## config.mk

```make
export PLATFORM = sky130hd
export DESIGN_NAME = exec_top
export DESIGN_NICKNAME = d
export VERILOG_FILES = /design/src/exec_pkg.sv /design/src/fu_result_if.sv /design/src/dispatch_if.sv /design/src/exec_top.sv /design/src/cdb_arbiter.sv /design/src/mult_pipe.sv /design/src/alu_unit.sv /design/src/reservation_station.sv
export SDC_FILE = /design/constraint.sdc
export NUM_CORES = 2
export LEC_CHECK = 0
export BUFFER_PORTS_ARGS = -buffer_cell sky130_fd_sc_hd__buf_2
export CORE_UTILIZATION = 38
export DETAILED_ROUTE_END_ITERATION = 10
export PLACE_DENSITY = 0.52
export SKIP_CTS_REPAIR_TIMING = 1
export SLEW_MARGIN = 20
export SYNTH_ARGS = -nofsm -noshare
export SYNTH_HDL_FRONTEND = slang
export SYNTH_SLANG_ARGS = --single-unit
export TNS_END_PERCENT = 30
```

## constraint.sdc

```tcl
create_clock -name clock -period 11.4 [get_ports clock]
set_input_delay 2.28 -clock clock [delete_from_list [all_inputs] [get_ports clock]]
set_output_delay 2.28 -clock clock [all_outputs]
set_load 0.01 [all_outputs]
```

## src/exec_pkg.sv

```systemverilog
package exec_pkg;

    // default widths for the top level parameters
    localparam int XLEN_DEFAULT  = 32;
    localparam int TAG_W_DEFAULT = 6;   // 64 physical registers

    // opcodes seen at dispatch
    typedef enum logic [3:0] {
        op_add    = 4'd0,
        op_sub    = 4'd1,
        op_and    = 4'd2,
        op_or     = 4'd3,
        op_xor    = 4'd4,
        op_sll    = 4'd5,
        op_srl    = 4'd6,
        op_sra    = 4'd7,
        op_slt    = 4'd8,
        op_sltu   = 4'd9,
        op_mul    = 4'd10,  // low word
        op_mulh   = 4'd11,  // signed x signed high word
        op_mulhsu = 4'd12,  // signed x unsigned high word
        op_mulhu  = 4'd13   // unsigned x unsigned high word
    } exec_op_e;

    // which station and unit take the op
    typedef enum logic [0:0] {
        fu_alu = 1'b0,
        fu_mul = 1'b1
    } fu_class_e;

    function automatic fu_class_e op_class(input exec_op_e op);
        case (op)
            op_mul, op_mulh, op_mulhsu, op_mulhu: return fu_mul;
            default:                              return fu_alu;
        endcase
    endfunction

endpackage
```

## src/fu_result_if.sv

```systemverilog
`timescale 1ns/1ps

// unit result toward the cdb arbiter
interface fu_result_if #(
    parameter int XLEN  = 32,
    parameter int TAG_W = 6
);
    logic             valid;
    logic [TAG_W-1:0] tag;      // destination tag to broadcast
    logic [XLEN-1:0]  value;
    logic             grant;    // arbiter took it this cycle

    modport unit (output valid, tag, value, input grant);

    modport arb (input valid, tag, value, output grant);
endinterface

```

## src/dispatch_if.sv

```systemverilog
`timescale 1ns/1ps

// one renamed instruction headed for a station
interface dispatch_if #(
    parameter int XLEN  = 32,
    parameter int TAG_W = 6
);
    logic               valid;
    exec_pkg::exec_op_e op;
    logic [TAG_W-1:0]   dest_tag;   // physical destination
    logic               opa_ready;  // value present when set
    logic [TAG_W-1:0]   opa_tag;    // producer tag when not ready
    logic [XLEN-1:0]    opa_value;
    logic               opb_ready;
    logic [TAG_W-1:0]   opb_tag;
    logic [XLEN-1:0]    opb_value;

    modport src (
        output valid, op, dest_tag, opa_ready, opa_tag, opa_value,
               opb_ready, opb_tag, opb_value
    );

    modport rs (
        input valid, op, dest_tag, opa_ready, opa_tag, opa_value,
              opb_ready, opb_tag, opb_value
    );
endinterface

```

## src/exec_top.sv

```systemverilog
`timescale 1ns/1ps

module exec_top #(
    parameter int XLEN         = exec_pkg::XLEN_DEFAULT,
    parameter int TAG_W        = exec_pkg::TAG_W_DEFAULT,
    parameter int ALU_RS_DEPTH = 4,
    parameter int MUL_RS_DEPTH = 2,
    parameter int MUL_STAGES   = 3
) (
    input  logic               clock,
    input  logic               reset,
    input  logic               disp_valid,
    input  exec_pkg::exec_op_e disp_op,
    input  logic [TAG_W-1:0]   disp_dest_tag,
    input  logic               disp_opa_ready,
    input  logic [TAG_W-1:0]   disp_opa_tag,
    input  logic [XLEN-1:0]    disp_opa_value,
    input  logic               disp_opb_ready,
    input  logic [TAG_W-1:0]   disp_opb_tag,
    input  logic [XLEN-1:0]    disp_opb_value,
    output logic               rs_alu_full,
    output logic               rs_mul_full,
    output logic               cdb_valid,
    output logic [TAG_W-1:0]   cdb_tag,
    output logic [XLEN-1:0]    cdb_value
);
    exec_pkg::fu_class_e disp_class;

    // index 0 feeds the alu station and index 1 the mul station
    dispatch_if  #(.XLEN(XLEN), .TAG_W(TAG_W)) disp_bus [2] ();
    fu_result_if #(.XLEN(XLEN), .TAG_W(TAG_W)) alu_res ();
    fu_result_if #(.XLEN(XLEN), .TAG_W(TAG_W)) mul_res ();

    // station to unit issue wires
    logic               alu_iss_valid, mul_iss_valid;
    exec_pkg::exec_op_e alu_iss_op, mul_iss_op;
    logic [XLEN-1:0]    alu_iss_a, alu_iss_b, mul_iss_a, mul_iss_b;
    logic [TAG_W-1:0]   alu_iss_tag, mul_iss_tag;
    logic               alu_ready;

    ////////////////////
    // dispatch split
    ////////////////////

    assign disp_class = exec_pkg::op_class(disp_op);

    for (genvar g = 0; g < 2; g++) begin : g_route
        // valid only toward the station of its class
        assign disp_bus[g].valid     = disp_valid && (disp_class == exec_pkg::fu_class_e'(g));
        assign disp_bus[g].op        = disp_op;
        assign disp_bus[g].dest_tag  = disp_dest_tag;
        assign disp_bus[g].opa_ready = disp_opa_ready;
        assign disp_bus[g].opa_tag   = disp_opa_tag;
        assign disp_bus[g].opa_value = disp_opa_value;
        assign disp_bus[g].opb_ready = disp_opb_ready;
        assign disp_bus[g].opb_tag   = disp_opb_tag;
        assign disp_bus[g].opb_value = disp_opb_value;
    end

    ////////////////////
    // alu cluster
    ////////////////////

    reservation_station #(.DEPTH(ALU_RS_DEPTH), .XLEN(XLEN), .TAG_W(TAG_W)) u_rs_alu (
        .clock(clock), .reset(reset), .disp(disp_bus[0]),
        .cdb_valid(cdb_valid), .cdb_tag(cdb_tag), .cdb_value(cdb_value),
        .unit_ready(alu_ready),     // back-pressure from the held result
        .issue_valid(alu_iss_valid), .issue_op(alu_iss_op),
        .issue_a(alu_iss_a), .issue_b(alu_iss_b), .issue_tag(alu_iss_tag),
        .full(rs_alu_full)
    );

    alu_unit #(.XLEN(XLEN), .TAG_W(TAG_W)) u_alu (
        .clock(clock), .reset(reset),
        .issue_valid(alu_iss_valid), .issue_op(alu_iss_op),
        .issue_a(alu_iss_a), .issue_b(alu_iss_b), .issue_tag(alu_iss_tag),
        .unit_ready(alu_ready), .res(alu_res)
    );

    ////////////////////
    // mul cluster
    ////////////////////

    reservation_station #(.DEPTH(MUL_RS_DEPTH), .XLEN(XLEN), .TAG_W(TAG_W)) u_rs_mul (
        .clock(clock), .reset(reset), .disp(disp_bus[1]),
        .cdb_valid(cdb_valid), .cdb_tag(cdb_tag), .cdb_value(cdb_value),
        .unit_ready(1'b1),          // pipe takes one every cycle
        .issue_valid(mul_iss_valid), .issue_op(mul_iss_op),
        .issue_a(mul_iss_a), .issue_b(mul_iss_b), .issue_tag(mul_iss_tag),
        .full(rs_mul_full)
    );

    mult_pipe #(.XLEN(XLEN), .TAG_W(TAG_W), .MUL_STAGES(MUL_STAGES)) u_mult (
        .clock(clock), .reset(reset),
        .issue_valid(mul_iss_valid), .issue_op(mul_iss_op),
        .issue_a(mul_iss_a), .issue_b(mul_iss_b), .issue_tag(mul_iss_tag),
        .res(mul_res)
    );

    cdb_arbiter #(.XLEN(XLEN), .TAG_W(TAG_W)) u_cdb (
        .alu(alu_res), .mul(mul_res),
        .cdb_valid(cdb_valid), .cdb_tag(cdb_tag), .cdb_value(cdb_value)
    );

endmodule

```

## src/cdb_arbiter.sv

```systemverilog
`timescale 1ns/1ps

module cdb_arbiter #(
    parameter int XLEN  = 32,
    parameter int TAG_W = 6
) (
    fu_result_if.arb         alu,
    fu_result_if.arb         mul,
    output logic             cdb_valid,
    output logic [TAG_W-1:0] cdb_tag,
    output logic [XLEN-1:0]  cdb_value
);

    // mul pipe cannot hold a result so it always wins
    assign mul.grant = 1'b1;
    assign alu.grant = alu.valid && !mul.valid;     // alu waits in its output reg

    always_comb begin
        if (mul.valid) begin
            cdb_valid = 1'b1;
            cdb_tag   = mul.tag;
            cdb_value = mul.value;
        end else begin
            cdb_valid = alu.valid;
            cdb_tag   = alu.tag;
            cdb_value = alu.value;
        end
    end

endmodule

```

## src/mult_pipe.sv

```systemverilog
`timescale 1ns/1ps

module mult_pipe #(
    parameter int XLEN       = 32,
    parameter int TAG_W      = 6,
    parameter int MUL_STAGES = 3
) (
    input  logic               clock,
    input  logic               reset,
    input  logic               issue_valid,
    input  exec_pkg::exec_op_e issue_op,
    input  logic [XLEN-1:0]    issue_a,
    input  logic [XLEN-1:0]    issue_b,
    input  logic [TAG_W-1:0]   issue_tag,
    fu_result_if.unit          res
);
    localparam int PW = 2 * XLEN;

    logic            a_signed;
    logic            b_signed;
    logic [PW-1:0]   a_ext;
    logic [PW-1:0]   b_ext;
    logic [PW-1:0]   product;
    logic [XLEN-1:0] word;

    // pipeline registers
    logic [MUL_STAGES-1:0] st_valid;
    logic [TAG_W-1:0]      st_tag   [MUL_STAGES];
    logic [XLEN-1:0]       st_value [MUL_STAGES];

    ////////////////////
    // first stage
    ////////////////////

    always_comb begin
        a_signed = (issue_op == exec_pkg::op_mulh) || (issue_op == exec_pkg::op_mulhsu);
        b_signed = (issue_op == exec_pkg::op_mulh);
        // extend to full width so one unsigned multiply covers every variant
        a_ext    = {{XLEN{a_signed & issue_a[XLEN-1]}}, issue_a};
        b_ext    = {{XLEN{b_signed & issue_b[XLEN-1]}}, issue_b};
        product  = a_ext * b_ext;   // low PW bits only
        word     = (issue_op == exec_pkg::op_mul) ? product[XLEN-1:0] : product[PW-1:XLEN];
    end

    ////////////////////
    // shift down the pipe
    ////////////////////

    always_ff @(posedge clock) begin
        if (reset) begin
            st_valid <= '0;
        end else begin
            st_valid[0] <= issue_valid;
            for (int i = 1; i < MUL_STAGES; i++) begin
                st_valid[i] <= st_valid[i-1];
            end
        end
    end

    always_ff @(posedge clock) begin
        st_tag[0]   <= issue_tag;
        st_value[0] <= word;
        for (int i = 1; i < MUL_STAGES; i++) begin
            st_tag[i]   <= st_tag[i-1];
            st_value[i] <= st_value[i-1];
        end
    end

    // grant is never refused so the pipe never stalls
    assign res.valid = st_valid[MUL_STAGES-1];
    assign res.tag   = st_tag[MUL_STAGES-1];
    assign res.value = st_value[MUL_STAGES-1];

endmodule

```

## src/alu_unit.sv

```systemverilog
`timescale 1ns/1ps

module alu_unit #(
    parameter int XLEN  = 32,
    parameter int TAG_W = 6
) (
    input  logic               clock,
    input  logic               reset,
    input  logic               issue_valid,
    input  exec_pkg::exec_op_e issue_op,
    input  logic [XLEN-1:0]    issue_a,
    input  logic [XLEN-1:0]    issue_b,
    input  logic [TAG_W-1:0]   issue_tag,
    output logic               unit_ready,
    fu_result_if.unit          res
);
    localparam int SHAMT_W = $clog2(XLEN);  // 5 bits at 32

    logic [SHAMT_W-1:0] shamt;
    logic [XLEN-1:0]    result;
    logic               out_valid;  // result waiting for the cdb
    logic [TAG_W-1:0]   out_tag;
    logic [XLEN-1:0]    out_value;

    assign shamt = issue_b[SHAMT_W-1:0];

    always_comb begin
        case (issue_op)
            exec_pkg::op_add:  result = issue_a + issue_b;
            exec_pkg::op_sub:  result = issue_a - issue_b;
            exec_pkg::op_and:  result = issue_a & issue_b;
            exec_pkg::op_or:   result = issue_a | issue_b;
            exec_pkg::op_xor:  result = issue_a ^ issue_b;
            exec_pkg::op_sll:  result = issue_a << shamt;
            exec_pkg::op_srl:  result = issue_a >> shamt;
            exec_pkg::op_sra:  result = $signed(issue_a) >>> shamt;
            exec_pkg::op_slt:  result = XLEN'($signed(issue_a) < $signed(issue_b));
            exec_pkg::op_sltu: result = XLEN'(issue_a < issue_b);
            default:           result = '0;    // mul ops never reach here
        endcase
    end

    // free when empty or handing off this cycle
    assign unit_ready = !out_valid || res.grant;

    always_ff @(posedge clock) begin
        if (reset) begin
            out_valid <= 1'b0;
        end else if (issue_valid && unit_ready) begin
            out_valid <= 1'b1;
        end else if (res.grant) begin
            out_valid <= 1'b0;
        end
    end

    always_ff @(posedge clock) begin
        if (issue_valid && unit_ready) begin
            out_tag   <= issue_tag;
            out_value <= result;
        end
    end

    assign res.valid = out_valid;
    assign res.tag   = out_tag;
    assign res.value = out_value;

endmodule

```

## src/reservation_station.sv

```systemverilog
`timescale 1ns/1ps

module reservation_station #(
    parameter int DEPTH = 4,
    parameter int XLEN  = 32,
    parameter int TAG_W = 6
) (
    input  logic               clock,
    input  logic               reset,
    dispatch_if.rs             disp,
    input  logic               cdb_valid,
    input  logic [TAG_W-1:0]   cdb_tag,
    input  logic [XLEN-1:0]    cdb_value,
    input  logic               unit_ready,
    output logic               issue_valid,
    output exec_pkg::exec_op_e issue_op,
    output logic [XLEN-1:0]    issue_a,
    output logic [XLEN-1:0]    issue_b,
    output logic [TAG_W-1:0]   issue_tag,
    output logic               full
);
    localparam int IDX_W = (DEPTH > 1) ? $clog2(DEPTH) : 1;

    // slot 0 holds operand a and slot 1 operand b
    logic [DEPTH-1:0]   ent_valid;
    exec_pkg::exec_op_e ent_op   [DEPTH];
    logic [TAG_W-1:0]   ent_dest [DEPTH];
    logic [1:0]         ent_rdy  [DEPTH];
    logic [TAG_W-1:0]   ent_tag  [DEPTH][2];
    logic [XLEN-1:0]    ent_val  [DEPTH][2];

    logic [DEPTH-1:0]   req;            // entry has both operands
    logic [IDX_W-1:0]   free_idx;       // lowest empty entry
    logic [IDX_W-1:0]   iss_idx;        // lowest ready entry
    logic               disp_accept;
    logic [DEPTH-1:0]   valid_next;

    // incoming operands after cdb bypass
    logic [1:0]         src_rdy;
    logic [TAG_W-1:0]   src_tag [2];
    logic [XLEN-1:0]    src_val [2];

    ////////////////////
    // dispatch side
    ////////////////////

    always_comb begin
        src_rdy[0] = disp.opa_ready;
        src_rdy[1] = disp.opb_ready;
        src_tag[0] = disp.opa_tag;
        src_tag[1] = disp.opb_tag;
        src_val[0] = disp.opa_value;
        src_val[1] = disp.opb_value;
        for (int s = 0; s < 2; s++) begin
            // producer broadcasting right now
            if (!src_rdy[s] && cdb_valid && (cdb_tag == src_tag[s])) begin
                src_rdy[s] = 1'b1;
                src_val[s] = cdb_value;
            end
        end
    end

    assign disp_accept = disp.valid && !full;   // dropped when full

    ////////////////////
    // select
    ////////////////////

    always_comb begin
        free_idx = '0;
        iss_idx  = '0;
        // walk down so the lowest index is written last
        for (int i = DEPTH - 1; i >= 0; i--) begin
            req[i] = ent_valid[i] && (&ent_rdy[i]);
            if (!ent_valid[i]) free_idx = IDX_W'(i);
            if (req[i]) iss_idx = IDX_W'(i);
        end
    end

    assign issue_valid = (|req) && unit_ready;
    assign issue_op    = ent_op[iss_idx];
    assign issue_a     = ent_val[iss_idx][0];
    assign issue_b     = ent_val[iss_idx][1];
    assign issue_tag   = ent_dest[iss_idx];

    always_comb begin
        valid_next = ent_valid;
        if (issue_valid) valid_next[iss_idx] = 1'b0;
        if (disp_accept) valid_next[free_idx] = 1'b1;
    end

    ////////////////////
    // state
    ////////////////////

    always_ff @(posedge clock) begin
        if (reset) begin
            ent_valid <= '0;
            full      <= 1'b0;
        end else begin
            ent_valid <= valid_next;
            full      <= &valid_next;   // drops a cycle after issue frees one
        end
    end

    always_ff @(posedge clock) begin
        for (int i = 0; i < DEPTH; i++) begin
            // wakeup of waiting slots
            for (int s = 0; s < 2; s++) begin
                if (ent_valid[i] && !ent_rdy[i][s] && cdb_valid
                        && (cdb_tag == ent_tag[i][s])) begin
                    ent_rdy[i][s] <= 1'b1;
                    ent_val[i][s] <= cdb_value;
                end
            end
            if (disp_accept && (free_idx == IDX_W'(i))) begin
                ent_op[i]   <= disp.op;
                ent_dest[i] <= disp.dest_tag;
                ent_rdy[i]  <= src_rdy;
                for (int s = 0; s < 2; s++) begin
                    ent_tag[i][s] <= src_tag[s];
                    ent_val[i][s] <= src_val[s];
                end
            end
        end
    end

endmodule

```

Yosys cells after proc, flatten, opt, wreduce, memory -nomap -nowiden
Memory sizes are Yosys's and may differ from the RTL's. A register that Yosys moved wholly into a read port is not among the register bits.
Index checks and enable logic that the tools add are counted.

cells by class
  $add $sub $neg = 2
  $mul = 1
  divide/modulo/power cells = 0
  order comparisons = 10
  equality and inequality tests = 33
  shifts and indexed selects = 3
  muxes and demuxes = 132
  bitwise operators = 37
  reduce and logical (&&, ||, !) cells = 109

operators with widths
  cell                                            number
  32-bit 2-to-1 mux                               16
  32-bit one-hot mux with 10 select lines         1
  6-bit == test                                   14
  1-bit 2-to-1 mux                                77
  32-bit < comparator                             2
  33-bit by 33-bit multiplier with 64-bit output  1
  1-bit logical AND                               63
  12-bit 2-to-1 mux                               4
  12-bit OR reduction                             4
  2-bit 2-to-1 mux                                19
  4-bit == test (second input constant)           9
  32-bit adder                                    1
  32-bit AND                                      1
  32-bit bitwise OR                               1
  32-bit by 5-bit << shifter with 32-bit output   1
  32-bit by 5-bit >> shifter with 32-bit output   1
  32-bit by 5-bit >>> shifter with 32-bit output  1
  32-bit subtractor                               1
  32-bit bitwise XOR                              1
  6-bit 2-to-1 mux                                5
  4-bit 2-to-1 mux                                6
  1-bit bitwise OR                                24
  4-bit OR reduction                              6
  6-bit OR reduction                              4
  27 further kinds                                64

word-level totals
  register bits = 44
  latch bits = 0
  RAM bits = 642
  memory bits (read-only) = 0
  bits of input ports = 91
  output and inout port bits = 41
  word-level logic and storage cells = 346
  memories = 12

memories
  memory             depth  width  read ports  clocked after Yosys merged registers in  wr ports  line                       RTL
  u_rs_alu.ent_val   4      64     1           0                                        4         reservation_station.sv:30  logic [XLEN-1:0] ent_val [DEPTH][2];
  u_rs_mul.ent_val   2      64     1           0                                        2         reservation_station.sv:30
  u_mult.st_value    3      32     3           0                                        3         mult_pipe.sv:29            logic [XLEN-1:0] st_value [MUL_STAGES];
  u_rs_alu.ent_tag   4      12     4           0                                        1         reservation_station.sv:29  logic [TAG_W-1:0] ent_tag [DEPTH][2];
  u_rs_alu.ent_dest  4      6      1           1                                        1         reservation_station.sv:27  logic [TAG_W-1:0] ent_dest [DEPTH];
  u_rs_mul.ent_tag   2      12     2           0                                        1         reservation_station.sv:29
  +6 memories        n/a    n/a    n/a         n/a                                      n/a       n/a

Longest topological paths before layout
An unclocked memory read counts as a cell.

  depth after elaboration = 17
  gate-level depth with buffers = 36
  mapped depth without buffers = 33

Cells and area by module
A second synthesis with hierarchy kept.

unflattened totals
  cells, all modules = 7352
  area, all modules = 76251.9 µm²

by module, submodules not included
  module                           times used  cells each  area each (µm²)  sequential area each (µm²)
  mult_pipe                        1           4453        40943.0          2342.2
  reservation_station at u_rs_alu  1           1054        16952.5          10660.2
  alu_unit                         1           1302        9170.0           1161.1
  reservation_station at u_rs_mul  1           493         8663.3           5335.1
  cdb_arbiter                      1           46          496.7            0.0
  exec_top                         1           4           26.3             0.0

Worst setup path after synthesis
OpenSTA, ideal clock, no wires.

  path kind = register to register
  from = mem u_rs_mul.ent_rdy[1][1]
  to = mem u_mult.st_value[0][31]
  setup time = 0.074 ns
  arrival = 9.630 ns
  data required time = 11.326 ns
  setup slack = 1.696 ns
  stages on the path, launching flop included = 34
  path buffers = 5
  clock period less this slack = 9.704 ns
  path through = edfxtp_1 -> nand3_1 -> nand2b_1 -> clkbuf_1 -> clkbuf_1 -> buf_1 -> buf_1 -> mux2_2 -> nand2_1 -> inv_1 -> fa_1 -> inv_1 -> fa_1 -> inv_1 -> fa_1 -> inv_1 -> fa_1 -> inv_1 -> fa_1 -> fa_1 -> fa_1 -> inv_1 -> fa_1 -> inv_1 -> ha_1 -> clkbuf_1 -> a21oi_1 -> o21ai_0 -> a221o_1 -> or3_1 -> o211ai_1 -> a21oi_1 -> or3_1 -> a31oi_1

RTL lines
  element             line                       RTL
  start: declaration  reservation_station.sv:28  logic [1:0] ent_rdy [DEPTH];
  end: declaration    mult_pipe.sv:29

==> results.toml <==
[floorplanning]
die_w_um = 446
ioPinCount = 132
fp.dieH_um = 446
row_count = 162
start_util_pct = 38.3
die-area_mm2 = 0.199
core_area_mm2 = 0.195

[finish]
finish.utilization_pct = 41.9
fin_area_mm2 = 0.0819
nets = 9498
syn_to_final_growth_pct = 9.42
final_layout_size_suffix_gt1_share_pct = 8.85
instances_no_fill = 10700
nFillCells = 19200

[global_routing]
grt_usage_pct = 28.5
grt_max_degree = 65
grt_pass1_wl_um = 414000
antenna_found_initial = 34
grt_overflow_total = 0
grt_pass1_vias = 59100

[logic_synthesis]
yosysTopAreaCell = "fa_1"
synth.most_common_cell = "inv_1"
synthTopCellsByCount = "inv_1 (1346), fa_1 (1127), nand2_1 (1001)"
syn_area_mm2 = 0.0749
synth_edf_count = 564
synth_nets = 9509
syn-instance-count = 7982
synth_cell_types = 87
syn_avg_cell_area_um2 = 9.38
yosys.area_share.simple_pct = 13.2
synth_fa_ha_area_share_pct = 35.3
async_flop_share_pct = 0
synth_top_area_share_pct = 30.1
yosys_warnings = 0
seq_area_frac_synth_pct = 26.0
synth-xor-area-share_pct = 2.08
synthMuxAreaShare_pct = 4.16
synth_top_family_by_area = "adder cells"
synth-seq-cells = 692
synth_compound_area_share_pct = 9.95
synth_ff_type = "edfxtp_1"
yosys-top-cells-area = "fa_1 (30%), edfxtp_1 (23%), inv_1 (6.7%), ha_1 (5.2%), nand2_1 (5.0%)"

[placed_design]
dpl_cell_area_mm2 = 0.0792
gp_congestion = 0.991
dp.cells = 10500
port_buffers = 131
dpl.hpwl_um = 219000

[setup_path]
path_max_fanout = 32
path_class = "reg2reg"
critPathSlowestCell = "fa_1"
crit_path_end_kind = "register"
crit_path_start_kind = "register"
critPathArrivalTime_ns = 10.83
cpPeakStageDelay_ns = 0.85
crit_required_ns = 11.98
cp_common_cell = "fa_1"

[cts]
clkTransAtPathRegs_ns = 0.06
insertion_delay_ns = 0.67
htreeDepth = 3
cts_num_sinks = 692
cts_tree = "done"
cts_buffer_depth = 3
numCtsBuffers = 75
root_buffer = "clkbuf_16"

[timing]
rsz0062_at_grt = "false"
finalSetupTns_ns = 0
min_period_ns = 10.25
fin_skew_ns = 0.0422
worst_pin_slew_ns = 1.13
finalCritPeriodShare_pct = 89.9
finalSetupViolCount = 0
slew_headroom_pct = 22.4
finalHoldViolCount = 0
clock.fmax_mhz = 97.6
report.final.slew_viol_count = 0

[route]
postRouteAntennaNets = 0
vias = 59100
drt_first_pass_iters = 8
wl_per_cell_um = 26.6
drc_errors = 0
vias_per_cell = 5.54
totalWireLength_um = 284000
drtIter0Drc = 6198

[min_path]
hold_class = "reg2reg"

[job]
cap_violations = 0

[run_status]
status = "completed"
==> layout make-up <==
| type | count | area (um2) | share of cell area (%) |
|---|---|---|---|
| antenna | 18 | 45.0 | 0.0550 |
| clock buffer | 105 | 2130 | 2.60 |
| clock inverter | 34 | 508 | 0.620 |
| inverter | 1350 | 5070 | 6.19 |
| multi-input combinational | 5480 | 48900 | 59.7 |
| sequential | 692 | 19500 | 23.8 |
| tap | 2624 | 3280 | 4.01 |
| timing repair buffer | 372 | 2500 | 3.05 |
==> state kept, by name, summed over array words and instances (netlist names), 12 cells and up <==
signal	cells
u_rs_alu.ent_val	256
u_rs_mul.ent_val	128
u_mult.st_value	96
u_rs_alu.ent_tag	48
u_alu.res.value	32
u_rs_alu.ent_dest	24
u_rs_mul.ent_tag	24
u_mult.st_tag	18
u_rs_alu.ent_op	16
u_rs_mul.ent_dest	12
==> worst max-delay path, delay by kind of cell, from the launching register on <==
| family | cells | cell delay [ns] |
|---|---|---|
| adders and majority gates | 9 | 5.22 |
| buffers and inverters | 5 | 0.86 |
| DFF | 1 | 0.42 |
| and+or+nand+nor | 5 | 1.40 |
| AOI/OAI and AO/OA | 9 | 2.23 |
==> cells by family (layout without fill, tap and decap cells) <==
family | after synthesis | in the layout
AND/OR/NAND/NOR | 2378 | 2378
adder cells (fa/ha/maj) | 1436 | 1436
AO/OA/AOI/OAI | 1193 | 1193
other | 0 | 18
buffers and inverters | 1810 | 1861
XOR/XNOR | 178 | 178
flip-flops | 692 | 692
multiplexers | 295 | 295
==> worst paths after layout <==
| path | startpoint | endpoint | slack, ns | cells past startpoint |
|---|---|---|---|---|
| setup / recovery | u_rs_mul.ent_rdy[0][1] | u_mult.st_value[0][31] | 1.15 | 28 |
| setup reg to reg | u_rs_mul.ent_rdy[0][1] | u_mult.st_value[0][31] | 1.15 | 28 |
| hold / removal | u_mult.st_tag[0][2] | u_mult.st_tag[0][8] | 0.32 | 0 |
| hold reg to reg | u_mult.st_tag[0][2] | u_mult.st_tag[0][8] | 0.32 | 0 |
==> stage by stage <==
step                hold WS, ns  setup WS (ns)
floorplan                 0.310           1.70
global placement          0.310           1.21
detailed placement        0.312           1.15
CTS                       0.325           1.11
global route              0.329          0.510
finish                    0.321           1.15
==> per-layer routing <==
layer,track usage [%],vias up,part of all wire [%]
met4,9.53,6,3.6
met3,3.66,371,7.8
met2,45.9,2617,47
met1,39.7,30500,42
met5,0,-,0.011
li1,-,25600,-
==> cells in the final DEF, fill, tap and decap left out, types with 140 or more instances in the layout <==
| cell | Yosys | final |
|---|---|---|
| inv_1 | 1346 | 1345 |
| fa_1 | 1127 | 1127 |
| nand2_1 | 1001 | 989 |
| nor2_1 | 971 | 967 |
| a21oi_1 | 572 | 571 |
| edfxtp_1 | 564 | 564 |
| ha_1 | 309 | 309 |
| buf_4 | 9 | 238 |
| o21ai_0 | 150 | 149 |
| mux2i_1 | 190 | 140 |
Power is not shown: default switching activity piles up to over one toggle a cycle in this logic, so the estimate is an artifact.
